## config.mk

```make
export PLATFORM = sky130hd
export DESIGN_NAME = mm_api_master_top
export DESIGN_NICKNAME = d
export VERILOG_FILES = /design/src/verilog/mm_api_pkg.sv /design/src/verilog/mm_api_fifo.sv /design/src/verilog/mm_api_decoder.sv /design/src/verilog/mm_bus_engine.sv /design/src/verilog/mm_event_gen.sv /design/src/verilog/mm_api_master_top.sv
export SDC_FILE = /design/constraint.sdc
export NUM_CORES = 1
export LEC_CHECK = 0
export BUFFER_PORTS_ARGS = -buffer_cell sky130_fd_sc_hd__buf_2
export CELL_PAD_IN_SITES_DETAIL_PLACEMENT = 1
export CELL_PAD_IN_SITES_GLOBAL_PLACEMENT = 2
export CORE_MARGIN = 5
export CORE_UTILIZATION = 49
export DETAILED_ROUTE_END_ITERATION = 7
export GPL_TIMING_DRIVEN = 0
export MAX_ROUTING_LAYER = met4
export PLACE_DENSITY_LB_ADDON = 0.12
export SETUP_SLACK_MARGIN = 0.4
export SLEW_MARGIN = 0
export SYNTH_ARGS = -nofsm -noshare
export SYNTH_HDL_FRONTEND = slang
export SYNTH_SLANG_ARGS = --single-unit
```

## constraint.sdc

```tcl
create_clock -name api_clk -period 12.5 [get_ports api_clk]
set_clock_uncertainty 0.15 [all_clocks]
set_input_delay 1.25 -clock api_clk [delete_from_list [all_inputs] [get_ports api_clk]]
set_output_delay 1.25 -clock api_clk [all_outputs]
set_load 0.05 [all_outputs]
```

## src/verilog/mm_api_pkg.sv

```systemverilog
/*
 * Shared definitions for the command-streaming bus master.
 * Holds the bus and API widths, the method codes, the event bit
 * positions and the command and response records. Modules import it.
 */
`default_nettype none

package mm_api_pkg;

   // bus geometry
   localparam int addr_w      = 32;
   localparam int symbol_w    = 8;
   localparam int num_symbols = 4;
   localparam int data_w      = symbol_w * num_symbols;

   // api stream widths
   localparam int method_w      = 8;
   localparam int call_data_w   = 64;
   localparam int return_data_w = 64;
   localparam int event_w       = 8;

   // method codes of the client API
   typedef enum logic [method_w-1:0] {
      init                    = 8'd0,
      all_trans_complete      = 8'd3,
      get_cmd_pend_queue_size = 8'd5,
      get_resp_queue_size     = 8'd6,
      push_cmd                = 8'd7,
      pop_resp                = 8'd8,
      set_cmd_data            = 8'd9,
      set_cmd_address         = 8'd10,
      set_cmd_byte_enable     = 8'd11,
      set_cmd_request         = 8'd14,
      get_resp_request        = 8'd16,
      get_resp_data           = 8'd17,
      get_resp_address        = 8'd18,
      get_resp_byte_enable    = 8'd19
   } method_t;

   // bit positions in api_event_data
   localparam int ev_response_complete  = 1;
   localparam int ev_command_issued     = 2;
   localparam int ev_all_trans_complete = 3;

   typedef struct packed {
      logic                   write;
      logic [addr_w-1:0]      addr;
      logic [data_w-1:0]      data;
      logic [num_symbols-1:0] be;
   } mm_cmd_t;

   // data holds write data for a write and read data for a read
   typedef struct packed {
      logic                   write;
      logic [addr_w-1:0]      addr;
      logic [data_w-1:0]      data;
      logic [num_symbols-1:0] be;
   } mm_resp_t;

endpackage

`default_nettype wire

```

## src/verilog/mm_api_fifo.sv

```systemverilog
/*
 * Synchronous queue with valid/ready on both sides and an occupancy count.
 * The payload type and the depth are set by the instantiating module.
 * The head entry is shown on out_data without a register stage.
 */
`timescale 1ns/1ps
`default_nettype none

module mm_api_fifo #(
   parameter type payload_t = logic [7:0],
   parameter int  depth     = 4
) (
   input  logic     api_clk,
   input  logic     api_reset,
   input  logic     in_valid,
   output logic     in_ready,
   input  payload_t in_data,
   output logic     out_valid,
   input  logic     out_ready,
   output payload_t out_data,
   output logic [7:0] count
);

   localparam int ptr_w = (depth > 1) ? $clog2(depth) : 1;

   payload_t           mem [depth];
   logic [ptr_w-1:0]   wr_ptr;
   logic [ptr_w-1:0]   rd_ptr;
   logic               push;
   logic               pop;

   assign in_ready  = (count < depth);
   assign out_valid = (count != 8'd0);
   assign out_data  = mem[rd_ptr];

   assign push = in_valid && in_ready;
   assign pop  = out_valid && out_ready;

   always_ff @(posedge api_clk) begin
      if (push)
         mem[wr_ptr] <= in_data;
   end

   always_ff @(posedge api_clk or posedge api_reset) begin
      if (api_reset) begin
         wr_ptr <= '0;
         rd_ptr <= '0;
         count  <= 8'd0;
      end else begin
         if (push)
            wr_ptr <= (wr_ptr == ptr_w'(depth - 1)) ? '0 : wr_ptr + 1'b1;
         if (pop)
            rd_ptr <= (rd_ptr == ptr_w'(depth - 1)) ? '0 : rd_ptr + 1'b1;
         // simultaneous push and pop leaves the count alone
         if (push && !pop)
            count <= count + 8'd1;
         else if (pop && !push)
            count <= count - 8'd1;
      end
   end

   a_count_bound : assert property (
      @(posedge api_clk) disable iff (api_reset) count <= depth
   );

endmodule

`default_nettype wire

```

## src/verilog/mm_api_decoder.sv

```systemverilog
/*
 * Call decoder for the bus master API.
 * Stages command fields from setter calls, pushes and pops the queues
 * in the call cycle, and registers the return one cycle later.
 */
`timescale 1ns/1ps
`default_nettype none

module mm_api_decoder
   import mm_api_pkg::*;
(
   input  logic                     api_clk,
   input  logic                     api_reset,
   input  logic                     api_call_valid,
   input  method_t                  api_call_method,
   input  logic [call_data_w-1:0]   api_call_data,
   output logic                     api_return_valid,
   output logic [method_w-1:0]      api_return_method,
   output logic [return_data_w-1:0] api_return_data,
   output logic                     cmd_in_valid,
   output mm_cmd_t                  cmd_in,
   input  logic                     cmd_in_ready,
   input  logic [7:0]               cmd_count,
   input  logic                     resp_out_valid,
   input  mm_resp_t                 resp_out,
   input  logic [7:0]               resp_count,
   output logic                     resp_out_ready,
   input  logic                     engine_idle,
   output logic                     all_complete
);

   mm_cmd_t                  staged;
   logic                     req_ok;
   logic [return_data_w-1:0] ret_value;

   assign cmd_in         = staged;
   assign cmd_in_valid   = api_call_valid && (api_call_method == push_cmd);
   assign resp_out_ready = api_call_valid && (api_call_method == pop_resp);
   assign all_complete   = (cmd_count == 8'd0) && engine_idle;

   // only read (00) and write (01) are legal request codes
   assign req_ok = (api_call_data[1] == 1'b0);

   // staged command register
   always_ff @(posedge api_clk or posedge api_reset) begin
      if (api_reset) begin
         staged.write <= 1'b0;
         staged.addr  <= '0;
         staged.data  <= '0;
         staged.be    <= '1;
      end else if (api_call_valid) begin
         case (api_call_method)
            init: begin
               staged.write <= 1'b0;
               staged.addr  <= '0;
               staged.data  <= '0;
               staged.be    <= '1;
            end
            set_cmd_data:
               staged.data <= api_call_data[data_w-1:0];
            set_cmd_address:
               staged.addr <= api_call_data[addr_w-1:0];
            set_cmd_byte_enable:
               staged.be <= api_call_data[num_symbols-1:0];
            set_cmd_request:
               if (req_ok)
                  staged.write <= api_call_data[0];
            default: ;
         endcase
      end
   end

   // return value from the state seen in the call cycle
   always_comb begin
      ret_value = '0;
      case (api_call_method)
         init, set_cmd_data, set_cmd_address, set_cmd_byte_enable:
            ret_value = return_data_w'(1);
         set_cmd_request:
            ret_value = return_data_w'(req_ok);
         push_cmd:
            ret_value = return_data_w'(cmd_in_ready);
         pop_resp:
            ret_value = return_data_w'(resp_out_valid);
         all_trans_complete:
            ret_value = return_data_w'(all_complete);
         get_cmd_pend_queue_size:
            ret_value = return_data_w'(cmd_count);
         get_resp_queue_size:
            ret_value = return_data_w'(resp_count);
         get_resp_request:
            if (resp_out_valid)
               ret_value = return_data_w'(resp_out.write);
         get_resp_data:
            if (resp_out_valid)
               ret_value = return_data_w'(resp_out.data);
         get_resp_address:
            if (resp_out_valid)
               ret_value = return_data_w'(resp_out.addr);
         get_resp_byte_enable:
            if (resp_out_valid)
               ret_value = return_data_w'(resp_out.be);
         default:
            ret_value = '0;
      endcase
   end

   always_ff @(posedge api_clk or posedge api_reset) begin
      if (api_reset) begin
         api_return_valid  <= 1'b0;
         api_return_method <= '0;
         api_return_data   <= '0;
      end else begin
         api_return_valid <= api_call_valid;
         if (api_call_valid) begin
            api_return_method <= api_call_method;
            api_return_data   <= ret_value;
         end else begin
            api_return_method <= '0;
            api_return_data   <= '0;
         end
      end
   end

endmodule

`default_nettype wire

```

## src/verilog/mm_bus_engine.sv

```systemverilog
/*
 * Bus engine: takes one command from the command queue, runs it as a
 * single-word read or write, and pushes the finished transaction into
 * the response queue. Signals issue and completion to the event logic.
 */
`timescale 1ns/1ps
`default_nettype none

module mm_bus_engine
   import mm_api_pkg::*;
(
   input  logic                   api_clk,
   input  logic                   api_reset,
   input  logic                   cmd_out_valid,
   input  mm_cmd_t                cmd_out,
   output logic                   cmd_out_ready,
   output logic                   resp_in_valid,
   output mm_resp_t               resp_in,
   input  logic                   resp_in_ready,
   input  logic                   avm_waitrequest,
   input  logic [data_w-1:0]      avm_readdata,
   input  logic                   avm_readdatavalid,
   output logic                   avm_read,
   output logic                   avm_write,
   output logic [addr_w-1:0]      avm_address,
   output logic [num_symbols-1:0] avm_byteenable,
   output logic [data_w-1:0]      avm_writedata,
   output logic                   engine_idle,
   output logic                   issued,
   output logic                   completed
);

   typedef enum logic [1:0] {
      st_idle,
      st_issue,
      st_rd_wait
   } state_t;

   state_t  state;
   mm_cmd_t cur;

   // a free slot in the response queue stays free until this engine fills it
   assign cmd_out_ready = (state == st_idle) && resp_in_ready;
   assign engine_idle   = (state == st_idle);

   assign avm_read       = (state == st_issue) && !cur.write;
   assign avm_write      = (state == st_issue) && cur.write;
   assign avm_address    = cur.addr;
   assign avm_byteenable = cur.be;
   assign avm_writedata  = cur.data;

   assign issued = (state == st_issue) && !avm_waitrequest;

   // writes finish on the issue edge, reads on read-data-valid
   assign resp_in_valid = (issued && cur.write) ||
                          ((state == st_rd_wait) && avm_readdatavalid);
   assign completed     = resp_in_valid && resp_in_ready;

   always_comb begin
      resp_in.write = cur.write;
      resp_in.addr  = cur.addr;
      resp_in.be    = cur.be;
      resp_in.data  = (state == st_rd_wait) ? avm_readdata : cur.data;
   end

   always_ff @(posedge api_clk) begin
      if (cmd_out_valid && cmd_out_ready)
         cur <= cmd_out;
   end

   always_ff @(posedge api_clk or posedge api_reset) begin
      if (api_reset) begin
         state <= st_idle;
      end else begin
         case (state)
            st_idle:
               if (cmd_out_valid && cmd_out_ready)
                  state <= st_issue;
            st_issue:
               if (!avm_waitrequest)
                  state <= cur.write ? st_idle : st_rd_wait;
            st_rd_wait:
               if (avm_readdatavalid)
                  state <= st_idle;
            default:
               state <= st_idle;
         endcase
      end
   end

   a_one_strobe : assert property (
      @(posedge api_clk) disable iff (api_reset) !(avm_read && avm_write)
   );

   a_addr_hold : assert property (
      @(posedge api_clk) disable iff (api_reset)
      (avm_read || avm_write) && avm_waitrequest |=> $stable(avm_address)
   );

   a_rdv_in_wait : assert property (
      @(posedge api_clk) disable iff (api_reset)
      avm_readdatavalid |-> (state == st_rd_wait)
   );

endmodule

`default_nettype wire

```

## src/verilog/mm_event_gen.sv

```systemverilog
/*
 * Event stream generator. Collects the strobes of one cycle into the
 * event vector and presents it, with its valid, on the next cycle.
 */
`timescale 1ns/1ps
`default_nettype none

module mm_event_gen
   import mm_api_pkg::*;
(
   input  logic               api_clk,
   input  logic               api_reset,
   input  logic               issued,
   input  logic               completed,
   input  logic               all_complete,
   output logic               api_event_valid,
   output logic [event_w-1:0] api_event_data
);

   logic               all_complete_q;
   logic [event_w-1:0] next_data;

   always_comb begin
      next_data                        = '0;
      next_data[ev_response_complete]  = completed;
      next_data[ev_command_issued]     = issued;
      next_data[ev_all_trans_complete] = all_complete && !all_complete_q;
   end

   // all_complete_q starts high since the master is idle out of reset
   always_ff @(posedge api_clk or posedge api_reset) begin
      if (api_reset) begin
         all_complete_q  <= 1'b1;
         api_event_valid <= 1'b0;
         api_event_data  <= '0;
      end else begin
         all_complete_q  <= all_complete;
         api_event_valid <= |next_data;
         api_event_data  <= next_data;
      end
   end

endmodule

`default_nettype wire

```

## src/verilog/mm_api_master_top.sv

```systemverilog
/*
 * Top level of the command-streaming bus master.
 * Connects the call decoder, the command and response queues, the bus
 * engine and the event generator. Queue depths are set here.
 */
`timescale 1ns/1ps
`default_nettype none

module mm_api_master_top
   import mm_api_pkg::*;
#(
   parameter int cmd_depth  = 4,
   parameter int resp_depth = 4
) (
   input  logic                     api_clk,
   input  logic                     api_reset,
   input  logic                     api_call_valid,
   input  logic [method_w-1:0]      api_call_method,
   input  logic [call_data_w-1:0]   api_call_data,
   output logic                     api_return_valid,
   output logic [method_w-1:0]      api_return_method,
   output logic [return_data_w-1:0] api_return_data,
   output logic                     api_event_valid,
   output logic [event_w-1:0]       api_event_data,
   output logic                     avm_read,
   output logic                     avm_write,
   output logic [addr_w-1:0]        avm_address,
   output logic [num_symbols-1:0]   avm_byteenable,
   output logic [data_w-1:0]        avm_writedata,
   input  logic                     avm_waitrequest,
   input  logic [data_w-1:0]        avm_readdata,
   input  logic                     avm_readdatavalid
);

   logic       cmd_in_valid, cmd_in_ready, cmd_out_valid, cmd_out_ready;
   logic       resp_in_valid, resp_in_ready, resp_out_valid, resp_out_ready;
   mm_cmd_t    cmd_in, cmd_out;
   mm_resp_t   resp_in, resp_out;
   logic [7:0] cmd_count, resp_count;
   logic       engine_idle, issued, completed, all_complete;

   // undefined codes pass through the cast and hit the decoder default
   mm_api_decoder u_decoder (
      .api_clk, .api_reset, .api_call_valid,
      .api_call_method (method_t'(api_call_method)),
      .api_call_data, .api_return_valid, .api_return_method, .api_return_data,
      .cmd_in_valid, .cmd_in, .cmd_in_ready, .cmd_count,
      .resp_out_valid, .resp_out, .resp_count, .resp_out_ready,
      .engine_idle, .all_complete
   );

   mm_api_fifo #(.payload_t(mm_cmd_t), .depth(cmd_depth)) u_cmd_fifo (
      .api_clk, .api_reset,
      .in_valid (cmd_in_valid), .in_ready (cmd_in_ready), .in_data (cmd_in),
      .out_valid (cmd_out_valid), .out_ready (cmd_out_ready), .out_data (cmd_out),
      .count (cmd_count)
   );

   mm_api_fifo #(.payload_t(mm_resp_t), .depth(resp_depth)) u_resp_fifo (
      .api_clk, .api_reset,
      .in_valid (resp_in_valid), .in_ready (resp_in_ready), .in_data (resp_in),
      .out_valid (resp_out_valid), .out_ready (resp_out_ready), .out_data (resp_out),
      .count (resp_count)
   );

   mm_bus_engine u_engine (
      .api_clk, .api_reset,
      .cmd_out_valid, .cmd_out, .cmd_out_ready,
      .resp_in_valid, .resp_in, .resp_in_ready,
      .avm_waitrequest, .avm_readdata, .avm_readdatavalid,
      .avm_read, .avm_write, .avm_address, .avm_byteenable, .avm_writedata,
      .engine_idle, .issued, .completed
   );

   mm_event_gen u_event_gen (
      .api_clk, .api_reset,
      .issued, .completed, .all_complete,
      .api_event_valid, .api_event_data
   );

endmodule

`default_nettype wire

```

==> impl_metrics.csv <==
group,metric,value,unit
route,vias_per_cell,5.70,
global_routing,antenna_found_initial,4,
synth,netlist-cell-type-count,58,
clocking,cts_root_buf,"clkbuf_16",
synth,synth_flop_cell,"edfxtp_1",
route,first_pass_iters,5,
global_routing,grt.overflow.total,0,
finish,ff_latch_area,22200,sq um
placed_design,place.gp.congestion,0.790,
route,wl_met2,34.4,mm
synth,syn_avg_cell_area,20.0,sq um
status,outcome,"finished, final reports clean",
finish,multi_input_area,6300,sq um
timing,slew_headroom,0.127,
power_and_ir_drop,p_sw,1.98,mW
synth,yosysSeqAreaShare,0.758,
finish,n_antenna_cell,0,
synth,synthCells,1467,
clocking,postCtsSetupRepairBufs,0,
global_routing,grt_pass1_vias,15893,
floorplan,die_area,64700,sq um
clocking,cts_hold_buf,0,
route,wl_met3,3.68,mm
synth,yosys_warnings,0,
floorplan,start_util,0.495,
timing,grt_setup_unrepaired,"false",
synth,async_reset_ff_frac,0.185,
clocking,clockBufferDepth,3,
worst_setup_path,worstPathRequired,12820,ps
worst_setup_path,critPathLaunchType,"input port",
power_and_ir_drop,clockPowerShare,0.340,
power_and_ir_drop,p_int,4.92,mW
timing,final.setup.tns,0,ps
power_and_ir_drop,p_per_area,201,nW/um^2
synth,synthTopCellsByArea,"edfxtp_1 (64%), dfrtp_1 (12%), mux4_2 (10%)",
worst_setup_path,crit_type,"input port to flop",
global_routing,grt_pass1_wl,105,mm
worst_setup_path,ff2ff_path_depth,12,
worst_setup_path,r2r_slack,8550,ps
timing,period_needed,4350,ps
global_routing,grt_max_degree,83,
timing,tightestPinTransition,1300,ps
finish,post_route_cells_drive_above_1_share,0.346,
timing,hold_viol_final,0,
timing,finalMaxSlewViolations,0,
floorplan,ios,261,
placed_design,io_buffers,190,
finish,n_fill_cell,5199,
route,wl_per_cell,26.8,um
finish,areaGrowthSynthToFinish,16.9,%
route,routed_wl,70.4,mm
floorplan,dieHeight,254,um
hold_path,hold_path.class,"flop to flop",
route,drt-met1-wl,30.8,mm
power_and_ir_drop,ir_worst_vdd,105,uV
synth,yosys.area.top_type_share,0.637,
worst_setup_path,rr_startpoint,"u_cmd_fifo.count[5]$_DFFE_PP0P_",
floorplan,die_w,254,um
clocking,insertion_delay,620,ps
power_and_ir_drop,power_leakage,12.4,nW
route,ant_nets,0,
power_and_ir_drop,p_comb_frac,0.195,
timing,period_share,0.348,
flow_run,cap_violations,0,
worst_setup_path,rr_endpoint,"u_cmd_fifo.count[6]$_DFFE_PP0P_",
clocking,cts_inserted_buffers,79,
synth,syn-cell-area,29300,sq um
power_and_ir_drop,total_power,6.89,mW
floorplan,fp-row-count,89,
global_routing,grtUsageTotal,0.226,
clocking,cts_tree,"built",
route,route.detailed.drc,0,
synth,ys_ff_latch,762,
timing,max_clock_freq,230,MHz
placed_design,dp_hpwl,47.0,mm
synth,synthTopCellsByCount,"edfxtp_1 (621), dfrtp_1 (136), mux4_2 (130)",
power_and_ir_drop,p_seq_frac,0.465,
clocking,htree_levels,3,
synth,synth_edf_count,621,
synth,synth_top_area_cell,"edfxtp_1",
worst_setup_path,cp-startpoint,"api_call_method[5]",
route,routed-via-count,14964,
timing,setup_viol_count_final,0,
clocking,clk_pin_slew,60,ps
route,top_layer,"met4",
worst_setup_path,crit_arrival,4670,ps
worst_setup_path,timing.critical_path.to,"u_cmd_fifo.count[6]$_DFFE_PP0P_",
finish,nets,1919,
route,dr.first_iter.drc_count,1168,
worst_setup_path,critPathCaptureType,"flop",
worst_setup_path,critPathMaxFanout,9,
power_and_ir_drop,swShare,0.287,
synth,yosysMostFrequentCell,"edfxtp_1",
clocking,cts.sink_count,762,
floorplan,core,59100,sq um
clocking,cts_resized,0,
## kinds of logic (layout without fill, tap and decap cells)
| logic type | count (synthesis) | in the layout | share of synthesized area |
|---|---|---|---|
| muxes | 182 | 182 | 0.120 |
| and+or+nand+nor | 155 | 155 | 0.0275 |
| xor gates and xnor gates | 18 | 18 | 0.00539 |
| DFF | 762 | 762 | 0.758 |
| adders and majority gates | 26 | 26 | 0.0116 |
| AOI/OAI and AO/OA | 168 | 168 | 0.0453 |
| buffers and inverters | 155 | 502 | 0.0323 |
| other | 1 | 37 | 0.000128 |
## final cells by class
cell class,instances,share of cell area
well taps,773,0.0283
plain buffers,139,0.0259
clock buffers,109,0.0638
inverters,16,0.00205
clock inverters,38,0.0117
repair buffers,200,0.0358
flip-flops and latches,762,0.648
multi-input cells,586,0.184
## sequential cells by signal (all words and copies together), names as in the netlist, 2 cells and up
register and count:
u_engine.avm_writedata 32, u_resp_fifo.count 8, u_resp_fifo.mem 276, u_cmd_fifo.wr_ptr 2
u_cmd_fifo.rd_ptr 2, u_decoder.api_return_method 8, u_cmd_fifo.count 8, u_resp_fifo.rd_ptr 2
u_cmd_fifo.mem 276, u_engine.avm_byteenable 4, u_decoder.cmd_in 69, u_resp_fifo.wr_ptr 2
u_engine.state 2, u_decoder.api_return_data 32, u_engine.avm_address 32, u_event_gen.api_event_data 3
## per-stage QoR
| stage | cell area [sq um] | utilization | worst slack [ps] | hold slack, ps | cells |
|---|---|---|---|---|---|
| finish | 34200 | 0.579 | 8150 | 318 | 2623 |
| global route | 34200 | 0.579 | 7800 | 334 | 2623 |
| CTS | 34200 | 0.579 | 8140 | 317 | 2623 |
| detailed placement | 31600 | 0.535 | 7520 | 323 | 2476 |
| global placement | 31300 | 0.530 | 4480 | 316 | 2466 |
| floorplan | 29400 | - | 7330 | 282 | 1503 |
## worst max-delay path, stage by stage
cell	delay, ps
buf_2	130
nor4_4	450
nand2_2	220
nor3_2	710
ha_1	320
inv_1	160
fa_1	450
a21o_1	190
a21oi_1	230
o21bai_1	90
a21oi_1	190
xor2_1	170
o21ai_0	100
## layout by cell type (no fill, tap or decap), types with 10 or more instances in the layout
| cell | instances |
|---|---|
| nand2_1 | 33 |
| dfrtp_1 | 136 |
| buf_16 | 10 |
| a21oi_1 | 19 |
| o21ai_0 | 18 |
| xnor2_1 | 11 |
| a22o_1 | 65 |
| clkinv_1 | 11 |
| ha_1 | 24 |
| clkbuf_1 | 56 |
| edfxtp_1 | 621 |
| clkinv_2 | 14 |
| conb_1 | 37 |
| mux2_2 | 51 |
| buf_2 | 213 |
| nor2_1 | 56 |
| mux4_2 | 130 |
| buf_4 | 77 |
| a22oi_1 | 20 |
| a22oi_2 | 13 |
| inv_1 | 14 |
| nand3_1 | 11 |
| clkbuf_16 | 82 |
## layer usage
layer	GRT usage	vias to the layer above
met3	0.0338	86
met4	0.0597	0
li1	-	6392
met2	0.352	442
met5	-	-
met1	0.320	8044
## worst min path at each step
stage | startpoint | slack, ps | depth (start not counted) | endpoint
floorplan | u_engine.state[1]$_DFFE_PP0P_ | 280 | 1 | u_event_gen.all_complete_q$_DFF_PP1_
global placement | u_engine.state[1]$_DFFE_PP0P_ | 320 | 1 | u_event_gen.all_complete_q$_DFF_PP1_
detailed placement | u_engine.state[1]$_DFFE_PP0P_ | 320 | 1 | u_event_gen.all_complete_q$_DFF_PP1_
CTS | u_engine.state[1]$_DFFE_PP0P_ | 320 | 1 | u_event_gen.all_complete_q$_DFF_PP1_
global route | u_engine.state[1]$_DFFE_PP0P_ | 330 | 1 | u_event_gen.all_complete_q$_DFF_PP1_
finish | u_engine.state[1]$_DFFE_PP0P_ | 320 | 1 | u_event_gen.all_complete_q$_DFF_PP1_
## power by group through the flow
stage	combinational, mW	sequential, mW	clock (mW)
after floorplan	0.866	3.29	0
after global placement	1.32	3.25	0
final	1.35	3.21	2.34
after global routing	1.43	3.22	2.51
after detailed placement	1.36	3.25	0
after CTS	1.37	3.20	2.38
(Power assumes the default switching activity.)
